<file path="src/alu_iq_defines.svh">
`ifndef ALU_IQ_DEFINES_SVH
`define ALU_IQ_DEFINES_SVH

// queue geometry
// the selector tree is built for exactly four entries
`define IQ_SIZE         4
`define AGING_LEN       4

// dispatch and operand counts
`define DISPATCH_CNT    2
`define REG_COUNT       2

// broadcast ports
`define CDB_COUNT       2

// result buffer
`define RES_FIFO_DEPTH  4

`endif
</file>
<file path="src/alu_iq_pkg.sv">
package alu_iq_pkg;

    typedef logic [31:0] word_t;
    typedef logic [5:0]  rob_id_t;
    typedef logic [2:0]  alu_op_t;

    // ALU opcodes
    localparam alu_op_t ALU_ADD = 3'd0;
    localparam alu_op_t ALU_SUB = 3'd1;
    localparam alu_op_t ALU_AND = 3'd2;
    localparam alu_op_t ALU_OR  = 3'd3;
    localparam alu_op_t ALU_XOR = 3'd4;
    localparam alu_op_t ALU_SLL = 3'd5;
    localparam alu_op_t ALU_SRL = 3'd6;
    localparam alu_op_t ALU_SLT = 3'd7;

    // decoded instruction as it enters the queue
    typedef struct packed {
        logic    inst_valid;
        alu_op_t op;
        logic    wreg;
        rob_id_t wreg_id;
        word_t   pc;
    } decode_info_t;

    // finished result, queued and sent out
    typedef struct packed {
        logic    r_valid;
        logic    w_reg;
        rob_id_t rob_id;
        word_t   w_data;
    } cdb_info_t;

endpackage

</file>
<file path="src/alu_exec_top.sv">
`timescale 1ns/1ps
`include "alu_iq_defines.svh"

module alu_exec_top (
    input  logic                                                    clk,
    input  logic                                                    rst_n_i,
    input  logic                                                    flush_i,
    input  logic [`DISPATCH_CNT-1:0]                                choose_i,
    input  alu_iq_pkg::decode_info_t [`DISPATCH_CNT-1:0]            disp_di_i,
    input  alu_iq_pkg::word_t   [`DISPATCH_CNT-1:0][`REG_COUNT-1:0] disp_data_i,
    input  alu_iq_pkg::rob_id_t [`DISPATCH_CNT-1:0][`REG_COUNT-1:0] disp_tag_i,
    input  logic                [`DISPATCH_CNT-1:0][`REG_COUNT-1:0] disp_valid_i,
    input  alu_iq_pkg::word_t   [`CDB_COUNT-1:0]                    cdb_data_i,
    input  alu_iq_pkg::rob_id_t [`CDB_COUNT-1:0]                    cdb_tag_i,
    input  logic                [`CDB_COUNT-1:0]                    cdb_valid_i,
    output logic                                                    queue_ready_o,
    output alu_iq_pkg::cdb_info_t                                   result_o,
    output logic                                                    res_valid_o,
    input  logic                                                    res_ready_i
);
    import alu_iq_pkg::*;

    logic      fifo_ready;
    logic      exec_valid;
    cdb_info_t exec_result;

    alu_iq u_iq (
        .clk           (clk),
        .rst_n_i       (rst_n_i),
        .flush_i       (flush_i),
        .choose_i      (choose_i),
        .disp_di_i     (disp_di_i),
        .disp_data_i   (disp_data_i),
        .disp_tag_i    (disp_tag_i),
        .disp_valid_i  (disp_valid_i),
        .cdb_data_i    (cdb_data_i),
        .cdb_tag_i     (cdb_tag_i),
        .cdb_valid_i   (cdb_valid_i),
        .queue_ready_o (queue_ready_o),
        .fifo_ready_i  (fifo_ready),
        .exec_valid_o  (exec_valid),
        .result_o      (exec_result)
    );

    result_fifo u_fifo (
        .clk     (clk),
        .rst_n_i (rst_n_i),
        .flush_i (flush_i),
        .push_i  (exec_valid),
        .din_i   (exec_result),
        .ready_o (fifo_ready),
        .pop_i   (res_ready_i),
        .valid_o (res_valid_o),
        .dout_o  (result_o)
    );

endmodule

</file>
<file path="src/result_fifo.sv">
`timescale 1ns/1ps
`include "alu_iq_defines.svh"

module result_fifo (
    input  logic                  clk,
    input  logic                  rst_n_i,
    input  logic                  flush_i,
    input  logic                  push_i,
    input  alu_iq_pkg::cdb_info_t din_i,
    output logic                  ready_o,
    input  logic                  pop_i,
    output logic                  valid_o,
    output alu_iq_pkg::cdb_info_t dout_o
);
    import alu_iq_pkg::*;

    localparam int DEPTH = `RES_FIFO_DEPTH;
    localparam int PTR_W = $clog2(DEPTH);

    cdb_info_t        mem [DEPTH];
    logic [PTR_W-1:0] wr_ptr_q;
    logic [PTR_W-1:0] rd_ptr_q;
    logic [PTR_W:0]   count_q;
    logic             wr_en;
    logic             rd_en;

    assign ready_o = (count_q != (PTR_W+1)'(DEPTH));
    assign valid_o = (count_q != '0);
    assign wr_en   = push_i && ready_o;
    assign rd_en   = pop_i && valid_o;
    assign dout_o  = mem[rd_ptr_q];

    always_ff @(posedge clk) begin
        if (!rst_n_i || flush_i) begin
            wr_ptr_q <= '0;
            rd_ptr_q <= '0;
            count_q  <= '0;
        end else begin
            if (wr_en) begin
                wr_ptr_q <= (wr_ptr_q == PTR_W'(DEPTH - 1)) ? '0 : wr_ptr_q + 1'b1;
            end
            if (rd_en) begin
                rd_ptr_q <= (rd_ptr_q == PTR_W'(DEPTH - 1)) ? '0 : rd_ptr_q + 1'b1;
            end
            count_q <= count_q + (PTR_W+1)'(wr_en) - (PTR_W+1)'(rd_en);
        end
    end

    always_ff @(posedge clk) begin
        if (wr_en) begin
            mem[wr_ptr_q] <= din_i;
        end
    end

    // a push that meets a full buffer is held unchanged, so none is dropped
    a_no_push_full: assert property (
        @(posedge clk) disable iff (!rst_n_i || flush_i)
        (push_i && !ready_o) |=> (push_i && $stable(din_i))
    );

endmodule

</file>
<file path="src/alu_iq.sv">
`timescale 1ns/1ps
`include "alu_iq_defines.svh"

module alu_iq (
    input  logic                                                    clk,
    input  logic                                                    rst_n_i,
    input  logic                                                    flush_i,
    input  logic [`DISPATCH_CNT-1:0]                                choose_i,
    input  alu_iq_pkg::decode_info_t [`DISPATCH_CNT-1:0]            disp_di_i,
    input  alu_iq_pkg::word_t   [`DISPATCH_CNT-1:0][`REG_COUNT-1:0] disp_data_i,
    input  alu_iq_pkg::rob_id_t [`DISPATCH_CNT-1:0][`REG_COUNT-1:0] disp_tag_i,
    input  logic                [`DISPATCH_CNT-1:0][`REG_COUNT-1:0] disp_valid_i,
    input  alu_iq_pkg::word_t   [`CDB_COUNT-1:0]                    cdb_data_i,
    input  alu_iq_pkg::rob_id_t [`CDB_COUNT-1:0]                    cdb_tag_i,
    input  logic                [`CDB_COUNT-1:0]                    cdb_valid_i,
    output logic                                                    queue_ready_o,
    input  logic                                                    fifo_ready_i,
    output logic                                                    exec_valid_o,
    output alu_iq_pkg::cdb_info_t                                   result_o
);
    import alu_iq_pkg::*;

    localparam int CNT_W = $clog2(`IQ_SIZE) + 1;

    // ------------------------------------------------------------
    // dispatch mux, choose is one-hot or zero
    decode_info_t               in_di;
    word_t   [`REG_COUNT-1:0]   in_data;
    rob_id_t [`REG_COUNT-1:0]   in_tag;
    logic    [`REG_COUNT-1:0]   in_valid;
    logic                       dispatch;

    always_comb begin
        in_di    = '0;
        in_data  = '0;
        in_tag   = '0;
        in_valid = '0;
        for (int s = 0; s < `DISPATCH_CNT; s++) begin
            if (choose_i[s]) begin
                in_di    |= disp_di_i[s];
                in_data  |= disp_data_i[s];
                in_tag   |= disp_tag_i[s];
                in_valid |= disp_valid_i[s];
            end
        end
    end

    assign dispatch = |choose_i;

    // ------------------------------------------------------------
    // entries and allocation
    logic [`IQ_SIZE-1:0]                    entry_busy;
    logic [`IQ_SIZE-1:0]                    entry_ready;
    logic [`IQ_SIZE-1:0]                    entry_init;
    logic [`IQ_SIZE-1:0]                    grant;
    decode_info_t [`IQ_SIZE-1:0]            entry_di;
    word_t [`IQ_SIZE-1:0][`REG_COUNT-1:0]   entry_data;

    // lowest free entry takes the instruction
    always_comb begin
        logic found;
        found      = 1'b0;
        entry_init = '0;
        for (int i = 0; i < `IQ_SIZE; i++) begin
            if (!entry_busy[i] && !found) begin
                entry_init[i] = dispatch;
                found         = 1'b1;
            end
        end
    end

    for (genvar i = 0; i < `IQ_SIZE; i++) begin : gen_entry
        iq_entry u_entry (
            .clk         (clk),
            .rst_n_i     (rst_n_i),
            .flush_i     (flush_i),
            .init_i      (entry_init[i]),
            .select_i    (grant[i]),
            .di_i        (in_di),
            .data_i      (in_data),
            .tag_i       (in_tag),
            .valid_i     (in_valid),
            .cdb_data_i  (cdb_data_i),
            .cdb_tag_i   (cdb_tag_i),
            .cdb_valid_i (cdb_valid_i),
            .busy_o      (entry_busy[i]),
            .ready_o     (entry_ready[i]),
            .di_o        (entry_di[i]),
            .data_o      (entry_data[i])
        );
    end

    // ------------------------------------------------------------
    // free count and queue ready
    logic [CNT_W-1:0] free_cnt_q;
    logic [CNT_W-1:0] free_cnt_d;
    logic             queue_ready_q;

    assign free_cnt_d = free_cnt_q - CNT_W'(dispatch) + CNT_W'(|grant);

    always_ff @(posedge clk) begin
        if (!rst_n_i || flush_i) begin
            free_cnt_q    <= CNT_W'(`IQ_SIZE);
            queue_ready_q <= 1'b1;
        end else begin
            free_cnt_q    <= free_cnt_d;
            queue_ready_q <= (free_cnt_d != '0);
        end
    end

    assign queue_ready_o = queue_ready_q;

    // ------------------------------------------------------------
    // issue pipeline: execute register, then result register
    logic                       ex_vld_q;
    logic                       res_vld_q;
    logic                       ex_adv;
    logic                       res_adv;
    decode_info_t               sel_di;
    word_t   [`REG_COUNT-1:0]   sel_data;
    decode_info_t               ex_di_q;
    word_t   [`REG_COUNT-1:0]   ex_data_q;
    word_t                      alu_res;
    cdb_info_t                  res_q;

    assign res_adv = !res_vld_q || fifo_ready_i;
    assign ex_adv  = !ex_vld_q || res_adv;

    iq_age_select u_select (
        .clk           (clk),
        .rst_n_i       (rst_n_i),
        .flush_i       (flush_i),
        .entry_ready_i (entry_ready),
        .advance_i     (ex_adv),
        .grant_o       (grant)
    );

    always_comb begin
        sel_di   = '0;
        sel_data = '0;
        for (int i = 0; i < `IQ_SIZE; i++) begin
            if (grant[i]) begin
                sel_di   |= entry_di[i];
                sel_data |= entry_data[i];
            end
        end
    end

    always_ff @(posedge clk) begin
        if (!rst_n_i || flush_i) begin
            ex_vld_q  <= 1'b0;
            res_vld_q <= 1'b0;
        end else begin
            if (ex_adv) begin
                ex_vld_q <= |grant;
            end
            if (res_adv) begin
                res_vld_q <= ex_vld_q;
            end
        end
    end

    always_ff @(posedge clk) begin
        if (ex_adv) begin
            ex_di_q   <= sel_di;
            ex_data_q <= sel_data;
        end
        if (res_adv) begin
            res_q.r_valid <= ex_di_q.inst_valid;
            res_q.w_reg   <= ex_di_q.wreg;
            res_q.rob_id  <= ex_di_q.wreg_id;
            res_q.w_data  <= alu_res;
        end
    end

    iq_alu u_alu (
        .op_i     (ex_di_q.op),
        .a_i      (ex_data_q[0]),
        .b_i      (ex_data_q[1]),
        .result_o (alu_res)
    );

    assign exec_valid_o = res_vld_q;
    assign result_o     = res_q;

    // dispatch only while the registered ready was high
    a_choose_when_ready: assert property (
        @(posedge clk) disable iff (!rst_n_i)
        dispatch |-> queue_ready_o
    );

    a_free_cnt_range: assert property (
        @(posedge clk) disable iff (!rst_n_i)
        free_cnt_q <= CNT_W'(`IQ_SIZE)
    );

endmodule

</file>
<file path="src/iq_alu.sv">
`timescale 1ns/1ps

module iq_alu (
    input  alu_iq_pkg::alu_op_t op_i,
    input  alu_iq_pkg::word_t   a_i,
    input  alu_iq_pkg::word_t   b_i,
    output alu_iq_pkg::word_t   result_o
);
    import alu_iq_pkg::*;

    logic [4:0] shamt;

    assign shamt = b_i[4:0];

    always_comb begin
        result_o = '0;
        case (op_i)
            ALU_ADD: result_o = a_i + b_i;
            ALU_SUB: result_o = a_i - b_i;
            ALU_AND: result_o = a_i & b_i;
            ALU_OR:  result_o = a_i | b_i;
            ALU_XOR: result_o = a_i ^ b_i;
            ALU_SLL: result_o = a_i << shamt;
            ALU_SRL: result_o = a_i >> shamt;
            // signed less-than, zero extended
            ALU_SLT: result_o = {31'b0, $signed(a_i) < $signed(b_i)};
            default: result_o = '0;
        endcase
    end

endmodule

</file>
<file path="src/iq_age_select.sv">
`timescale 1ns/1ps
`include "alu_iq_defines.svh"

module iq_age_select (
    input  logic                 clk,
    input  logic                 rst_n_i,
    input  logic                 flush_i,
    input  logic [`IQ_SIZE-1:0]  entry_ready_i,
    input  logic                 advance_i,
    output logic [`IQ_SIZE-1:0]  grant_o
);

    logic [`AGING_LEN-1:0] age_q [`IQ_SIZE];
    logic [`AGING_LEN:0]   key   [`IQ_SIZE];
    logic [1:0]            win_lo;
    logic [1:0]            win_hi;
    logic [1:0]            win;

    // ------------------------------------------------------------
    // oldest-ready tree with ties going to the lower index
    always_comb begin
        for (int i = 0; i < `IQ_SIZE; i++) begin
            key[i] = {entry_ready_i[i], age_q[i]};
        end
        win_lo = (key[1] > key[0]) ? 2'd1 : 2'd0;
        win_hi = (key[3] > key[2]) ? 2'd3 : 2'd2;
        win    = (key[win_hi] > key[win_lo]) ? win_hi : win_lo;

        grant_o      = '0;
        grant_o[win] = entry_ready_i[win] & advance_i;
    end

    // ------------------------------------------------------------
    // one-hot aging that saturates at the top bit
    always_ff @(posedge clk) begin
        for (int i = 0; i < `IQ_SIZE; i++) begin
            if (!rst_n_i || flush_i || grant_o[i]) begin
                age_q[i] <= '0;
            end else if (age_q[i] == '0) begin
                age_q[i] <= 'd1;
            end else if (!age_q[i][`AGING_LEN-1]) begin
                age_q[i] <= age_q[i] << 1;
            end
        end
    end

    // a ready entry is never passed over while the stage can advance
    a_grant_legal: assert property (
        @(posedge clk) disable iff (!rst_n_i)
        (advance_i && (|entry_ready_i)) |-> (grant_o != '0)
    );

endmodule

</file>
<file path="src/iq_entry.sv">
`timescale 1ns/1ps
`include "alu_iq_defines.svh"

module iq_entry (
    input  logic                                         clk,
    input  logic                                         rst_n_i,
    input  logic                                         flush_i,
    input  logic                                         init_i,
    input  logic                                         select_i,
    input  alu_iq_pkg::decode_info_t                     di_i,
    input  alu_iq_pkg::word_t   [`REG_COUNT-1:0]         data_i,
    input  alu_iq_pkg::rob_id_t [`REG_COUNT-1:0]         tag_i,
    input  logic                [`REG_COUNT-1:0]         valid_i,
    input  alu_iq_pkg::word_t   [`CDB_COUNT-1:0]         cdb_data_i,
    input  alu_iq_pkg::rob_id_t [`CDB_COUNT-1:0]         cdb_tag_i,
    input  logic                [`CDB_COUNT-1:0]         cdb_valid_i,
    output logic                                         busy_o,
    output logic                                         ready_o,
    output alu_iq_pkg::decode_info_t                     di_o,
    output alu_iq_pkg::word_t   [`REG_COUNT-1:0]         data_o
);
    import alu_iq_pkg::*;

    logic                   busy_q;
    logic [`REG_COUNT-1:0]  op_valid_q;
    decode_info_t           di_q;
    word_t   [`REG_COUNT-1:0] data_q;
    rob_id_t [`REG_COUNT-1:0] tag_q;

    // CDB match per operand
    rob_id_t [`REG_COUNT-1:0] cmp_tag;
    logic    [`REG_COUNT-1:0] hit;
    word_t   [`REG_COUNT-1:0] hit_data;

    always_comb begin
        hit      = '0;
        hit_data = '0;
        for (int r = 0; r < `REG_COUNT; r++) begin
            // compare the incoming tag on init, the stored one otherwise
            cmp_tag[r] = init_i ? tag_i[r] : tag_q[r];
            for (int c = 0; c < `CDB_COUNT; c++) begin
                if (cdb_valid_i[c] && (cdb_tag_i[c] == cmp_tag[r])) begin
                    hit[r]      = 1'b1;
                    hit_data[r] = cdb_data_i[c];
                end
            end
        end
    end

    always_ff @(posedge clk) begin
        if (!rst_n_i || flush_i) begin
            busy_q     <= 1'b0;
            op_valid_q <= '0;
        end else if (init_i) begin
            busy_q     <= 1'b1;
            op_valid_q <= valid_i | hit;
        end else if (select_i) begin
            busy_q     <= 1'b0;
        end else if (busy_q) begin
            op_valid_q <= op_valid_q | hit;
        end
    end

    // payload
    always_ff @(posedge clk) begin
        if (init_i) begin
            di_q  <= di_i;
            tag_q <= tag_i;
        end
        for (int r = 0; r < `REG_COUNT; r++) begin
            if (init_i) begin
                data_q[r] <= valid_i[r] ? data_i[r] : hit_data[r];
            end else if (busy_q && !op_valid_q[r] && hit[r]) begin
                data_q[r] <= hit_data[r];
            end
        end
    end

    assign busy_o  = busy_q;
    assign ready_o = busy_q && (&op_valid_q);
    assign di_o    = di_q;
    assign data_o  = data_q;

    // allocation only targets a free entry, issue only a busy one
    a_init_select_excl: assert property (
        @(posedge clk) disable iff (!rst_n_i)
        !(init_i && select_i)
    );

endmodule

</file>
<file path="config.mk">
export PLATFORM = sky130hd
export DESIGN_NAME = alu_exec_top
export DESIGN_NICKNAME = d
export VERILOG_FILES = /design/src/alu_iq_pkg.sv /design/src/alu_exec_top.sv /design/src/result_fifo.sv /design/src/alu_iq.sv /design/src/iq_alu.sv /design/src/iq_age_select.sv /design/src/iq_entry.sv
export VERILOG_INCLUDE_DIRS = /design/src
export SDC_FILE = /design/constraint.sdc
export NUM_CORES = 2
export LEC_CHECK = 0
export BUFFER_PORTS_ARGS = -buffer_cell sky130_fd_sc_hd__buf_2
export CORE_ASPECT_RATIO = 0.8
export CORE_MARGIN = 2
export CORE_UTILIZATION = 45
export DETAILED_ROUTE_END_ITERATION = 16
export PLACE_DENSITY = 0.71
export SLEW_MARGIN = 20
export SYNTH_ARGS = -nofsm -noshare
export SYNTH_HDL_FRONTEND = slang
export SYNTH_HIERARCHICAL = 1
export SYNTH_SLANG_ARGS = --single-unit
export TNS_END_PERCENT = 10
</file>
<file path="constraint.sdc">
create_clock -name clk -period 8.3 [get_ports clk]
set_input_delay 2.49 -clock clk [delete_from_list [all_inputs] [get_ports clk]]
set_output_delay 2.49 -clock clk [all_outputs]
set_load 0.05 [all_outputs]
</file>
Yosys cells after proc, flatten, opt, wreduce, memory -nomap -nowiden
Memories as Yosys holds them, arrays and structs flattened. A register that Yosys moved wholly into a read port is not among the register bits.
Index checks and enable logic that the tools add are counted.
{"block": "op_classes", "add_sub_neg": 8, "order_cmp": 8, "eq_ne": 30, "shifts": 2, "n_mux": 171, "n_bitwise": 33, "reduce_logical": 98}
{"op": "two-way mux 32 bit", "count": 40}
{"op": "two-way mux 64 bit", "count": 6}
{"op": "two-way mux 43 bit", "count": 6}
{"op": "bitwise OR 64 bit", "count": 4}
{"op": "case mux 32 bit (8 select lines)", "count": 1}
{"op": "bitwise OR 43 bit", "count": 4}
{"op": "== test 6 bit", "count": 16}
{"op": "two-way mux 1 bit", "count": 73}
{"op": "two-way mux 6 bit", "count": 8}
{"op": "logical AND 1 bit", "count": 42}
{"op": "two-way mux 2 bit", "count": 19}
{"op": "adder 32 bit", "count": 1}
{"op": "bitwise AND 32 bit", "count": 1}
{"op": "< comparator 32 bit", "count": 1}
{"op": "two-way mux 4 bit", "count": 8}
{"op": "bitwise OR 32 bit", "count": 1}
{"op": "nonzero test 2 bit", "count": 16}
{"op": "<< shifter 32 x 5 -> 32 bit", "count": 1}
{"op": "right shift 32 x 5 -> 32 bit", "count": 1}
{"op": "subtractor 32 bit", "count": 1}
{"op": "bitwise XOR 32 bit", "count": 1}
{"op": "two-way mux 12 bit", "count": 2}
{"op": "binary-select mux 5 bit (select 2 bit)", "count": 2}
{"op": "two-way mux 5 bit", "count": 4}
{"op": "30 further kinds", "count": 91}
{"block": "word_totals", "register_bits": 616, "ramBits": 176, "inputBits": 326, "memories": 2}
{"memory": "u_fifo.mem", "words": 4, "width": 40, "read_ports": 1, "rd_ports_with_merged_regs": 1, "write_ports": 1, "line_no": "result_fifo.sv:20", "source": "cdb_info_t mem [DEPTH];"}
{"memory": "u_iq.u_select.age_q", "words": 4, "width": 4, "read_ports": 4, "rd_ports_with_merged_regs": 0, "write_ports": 4, "line_no": "iq_age_select.sv:13", "source": "logic [`AGING_LEN-1:0] age_q [`IQ_SIZE];"}

Longest topological paths before layout
{"block": "depth", "depth_word": 22, "depth_mapped": 24}

Hierarchy
The synthesis kept the hierarchy.
{"mod": "iq_entry", "n_inst": 4, "cells_each": 496, "area_each_um2": 5754.3, "seq_area_each_um2": 3633.5}
{"mod": "iq_alu", "n_inst": 1, "cells_each": 1218, "area_each_um2": 8179.1, "seq_area_each_um2": 0.0}
{"mod": "alu_iq", "n_inst": 1, "cells_each": 552, "area_each_um2": 6596.3, "seq_area_each_um2": 3573.4}
{"mod": "result_fifo", "n_inst": 1, "cells_each": 260, "area_each_um2": 6259.8, "seq_area_each_um2": 4984.8}
{"mod": "iq_age_select", "n_inst": 1, "cells_each": 115, "area_each_um2": 1233.7, "seq_area_each_um2": 480.5}

Least setup slack after synthesis
No wires, ideal clock.
{"block": "synth_timing", "path_kind": "input port to flip-flop", "startpoint": "input choose_i[0]", "endpoint": "register u_iq.gen_entry[2].u_entry.data_q, in the netlist u_iq/gen_entry[2].u_entry/data_o[32], enable pin", "setup_time_ns": 0.428, "arrival_time_ns": 8.338, "required_ns": 7.872, "setup_slack_ns": -0.466, "cell_stages": 12, "path_buffers": 5, "path_cell_list": "buf_2 -> buf_6 -> o211ai_1 -> nor2_1 -> buf_6 -> buf_6 -> mux2i_1 -> xor2_1 -> and4_1 -> buf_2 -> a21oi_1 -> o21bai_1"}
{"block": "synth_via", "word_cells_on_any_way": 14, "classes_between": "2 x eq/ne; 6 x mux; 1 x bitwise; 5 x reduce/logical"}
{"item": "start: declaration", "line_no": "alu_exec_top.sv:8", "source": "input logic [`DISPATCH_CNT-1:0] choose_i,"}
{"item": "OR reduction 2 bit *", "line_no": "alu_iq.sv:48", "source": "assign dispatch = |choose_i;"}
{"item": "two-way mux 1 bit *", "line_no": "alu_iq.sv:65", "source": "if (!entry_busy[i] && !found) begin"}
{"item": "named net u_iq.entry_init[2]", "line_no": "alu_iq.sv:54", "source": "logic [`IQ_SIZE-1:0] entry_init;"}
{"item": "two-way mux 6 bit", "line_no": "iq_entry.sv:40", "source": "cmp_tag[r] = init_i ? tag_i[r] : tag_q[r];"}
{"item": "== test 6 bit", "line_no": "iq_entry.sv:42", "source": "if (cdb_valid_i[c] && (cdb_tag_i[c] == cmp_tag[r])) begin"}
{"item": "logical AND 1 bit", "line_no": "iq_entry.sv:42"}
{"item": "two-way mux 1 bit (2 in a row)", "line_no": "iq_entry.sv:42"}
{"item": "logical AND 1 bit", "line_no": "iq_entry.sv:73", "source": "end else if (busy_q && !op_valid_q[r] && hit[r]) begin"}
{"item": "nonzero test 2 bit (no line) *"}
{"item": "end signal: indexed assignment", "line_no": "iq_entry.sv:72", "source": "data_q[r] <= valid_i[r] ? data_i[r] : hit_data[r];"}
{"item": "end signal: indexed assignment", "line_no": "iq_entry.sv:74", "source": "data_q[r] <= hit_data[r];"}
{"item": "end: declaration", "line_no": "iq_entry.sv:27", "source": "word_t [`REG_COUNT-1:0] data_q;"}
The timed path passes the listed nets; every way through them passes the cells marked *.
A chain may end at the register's enable or synchronous reset.

Final worst setup path
{"block": "layout_timing", "startpoint": "input choose_i[0]", "endpoint": "register u_iq.gen_entry[2].u_entry.data_q, in the netlist u_iq/gen_entry[2].u_entry/data_o[2] (data pin)"}
{"block": "layout_via", "word_cells_on_any_way": 21, "classes_between": "2 x eq/ne; 13 x mux; 3 x bitwise; 3 x reduce/logical"}
{"item": "OR reduction 2 bit *", "line_no": "alu_iq.sv:48"}
{"item": "two-way mux 1 bit *", "line_no": "alu_iq.sv:65"}
{"item": "named net u_iq.entry_init[2]", "line_no": "alu_iq.sv:54"}
{"item": "two-way mux 6 bit", "line_no": "iq_entry.sv:40"}
{"item": "== test 6 bit", "line_no": "iq_entry.sv:42"}
{"item": "logical AND 1 bit", "line_no": "iq_entry.sv:42"}
{"item": "two-way mux 32 bit (2 in a row)", "line_no": "iq_entry.sv:42"}
{"item": "two-way mux 32 bit (on tied branches)", "line_no": "iq_entry.sv:73, iq_entry.sv:72"}
{"item": "two-way mux 32 bit *", "line_no": "iq_entry.sv:71", "source": "if (init_i) begin"}
The timed path passes the listed nets; every way through them passes the cells marked *. The select of a mux whose other input is x is not followed.

==> results.md <==
* Status: completed
* Cell area after synthesis at 41100 um^2
* Via density at between 6 and 7
* Longest Clk Path Bufs at 3
* Final cell count without fillers at roughly 5400
* Max transition margin at approximately 28%
* CP cell instances: buf_4 > o211ai_1 > nor2_4 > buf_4 > mux2i_1 > xnor2_1 > nor4_2 > nand2_2 > or3_1 > a31oi_1
* Setup total negative slack at 0 ns
* First-pass DRT Iterations at 9
* Core region area at slightly above 90000 um^2
* Number of buffers added on ports at roughly 300
* CTS root buf: clkbuf_16
* Final nets at 4535
* Initial core utilization at between 40% and 50%
* Total gr overflow at 0
* CP max FO at 32
* Post-Syn Area per Cell at between 10 and 15 um^2
* Maxcap violations at 0
* Num CTS Buffers at 71
* Worst-path clk slew at roughly 0.06 ns
* Fmax at 0.164 GHz
* Commonest non-fill, non-tap cell in the layout: edfxtp_1
* Drt drc at 0
* Post_cts resized at 0
* CP startpoint kind: primary input
* Clock latency on the worst-skew pair at 0.64 ns
* I/O pins at about 370
* Final Hold Vio Count at 0
* Syn nets at roughly 4400
* Clk_skew at between 0.02 and 0.03 ns
* Post-Layout Inst Area at 45500 um^2
* P_leak at ~0.017 uW
* DRT Wirelength at 131000 um
* TritonCTS Sinks at between 600 and 700
* DP HPWL at between 80000 and 90000 um
* PD cells at 163 nW/um^2
* Commonest non-fill, non-tap cells in the layout: edfxtp_1 (639), nand2_1 (483), nor2_1 (440)
* H-tree depth at 3
* CP max-delay cell: nor2_4
* First-pass GRT wire length at around 200000 um
* Placed cell area at between 40000 and 50000 um^2
* Hold Path Class: reg2reg
* RSZ-0062 raised after global routing: no
* Min cycle time layout at 6.10 ns
* Initial antenna violation count at 9
* CP most frequent cell: buf_4
* Peak supply drop at ~0.00017 V
* Post-Syn Instances at about 4000
* Total track usage at approximately 27%
* CTS tree: built
* Number of routed nets with antenna violations at 0
* CP bufs+invs at 2
* Vias in the first global route at between 30000 and 40000
* GP Congestion at between 0.9 and 1
* Postcts setup bufs at 0
* Die Y at 274 um
* Worst-Margin Slew at 1.08 ns
* Final setup fails at 0
* Pin count of the biggest net entering global routing at 109
* Dpl cells at about 5200
* Die area at 93900 um^2
* # rows at 99
* Synth warn at 6
* Crit Path Category: in2reg
* Kind of cell adding the most delay to the critical path: simple AND/OR/NAND/NOR gates
* Worst stage delay on the critical path at a little over 0.8 ns
* WL/cell at roughly 24 um
* Layout cells sized above 1 at between 10% and 20%
* Initial DRC count at ~4400
* WP data required at ~8.8 ns
* CTS Hold Bufs at 0
* CP arrival at 6.56 ns
* Max-slew violations at 0
* Via count at roughly 34000
* Fin crit share at ~73%
* P&R area growth vs syn at 10.6%
* Die W at around 340 um
* Critical Path End Type: flop
## worst reg2reg max path, stage by stage (launching register included)
cell and delay (ns):
dfxtp_1 0.47, and3_1 0.29, inv_1 0.06, ha_1 0.30, a21boi_0 0.15, o32ai_2 0.82, mux2_2 0.43, ha_1 0.31
nor2b_1 0.15, o21ai_1 0.08, a32oi_2 0.30, nand3_1 0.33, nor2_4 0.56, nor4_2 0.14, ha_1 0.30, inv_1 0.06
ha_1 0.14, inv_1 0.06, fa_1 0.41, xnor3_1 0.24, nand4b_1 0.10
## metal layers
metal	GRT usage (%)	wire length, um	part of all wire [%]	vias to the layer above
li1	-	-	-	15200
met1	37.5	52400	40	16200
met2	41.7	57700	44	2175
met3	6.19	15600	12	361
met4	10.5	5080	3.9	6
met5	0	42	0.032	-
## layout make-up
cell class                 count  area (um^2)
fill                        8156        45400
sequential                   666        19700
multi-input combinational   2843        19400
timing repair buffer         367         2050
clock buffer                  83         1850
tap                         1212         1520
inverter                     135          507
clock inverter                46          430
antenna                        5         12.5
## state kept, by name (all words and copies together), names as in the netlist, 3 cells and up, named ones only
name                               cells
u_iq/ex_data_q                        64
u_fifo/mem                           160
u_iq/gen_entry.u_entry/di_o           44
u_iq/gen_entry.u_entry/data_o        256
u_iq/ex_di_q                          11
u_iq/gen_entry.u_entry/busy_o          4
u_iq/gen_entry.u_entry/op_valid_q      8
u_iq/free_cnt_q                        3
u_iq/u_select/age_q                   16
u_fifo/count_q                         3
u_iq/result_o                         40
u_iq/gen_entry.u_entry/tag_q          48
## power breakdown
| part | switching [uW] | leakage, uW | total, uW | internal [uW] |
|---|---|---|---|---|
| clock network | 1350 | 0.00111 | 3130 | 1780 |
| registers | 21.7 | 0.00685 | 3760 | 3740 |
| logic | 361 | 0.00876 | 539 | 178 |
## stage by stage
stage          setup WS (ns)  hold WS (ns)  power, uW  util, %
2_1_floorplan          0.947         0.400       4130        -
3_3_place_gp            1.70         0.404       4340     47.5
6_report                2.20         0.417       7420     50.0
3_5_place_dp            1.63         0.405       4350     47.5
5_1_grt                 2.01         0.439       7650     50.0
4_1_cts                 1.99         0.417       7460     50.0
## worst paths after layout
check	start	end	slack [ns]	cells after the start
worst min register to register	u_iq/ex_di_q[38]	u_iq/result_o[38]	0.42	0
worst min-delay path	u_iq/ex_di_q[38]	u_iq/result_o[38]	0.42	0
worst max register to register	u_iq/gen_entry[2].u_entry/busy_o	u_iq/queue_ready_o	2.45	20
worst max-delay path	choose_i[0]	u_iq/gen_entry[2].u_entry/data_o[2]	2.20	10
No activity file was read; power rests on OpenSTA's default activity.
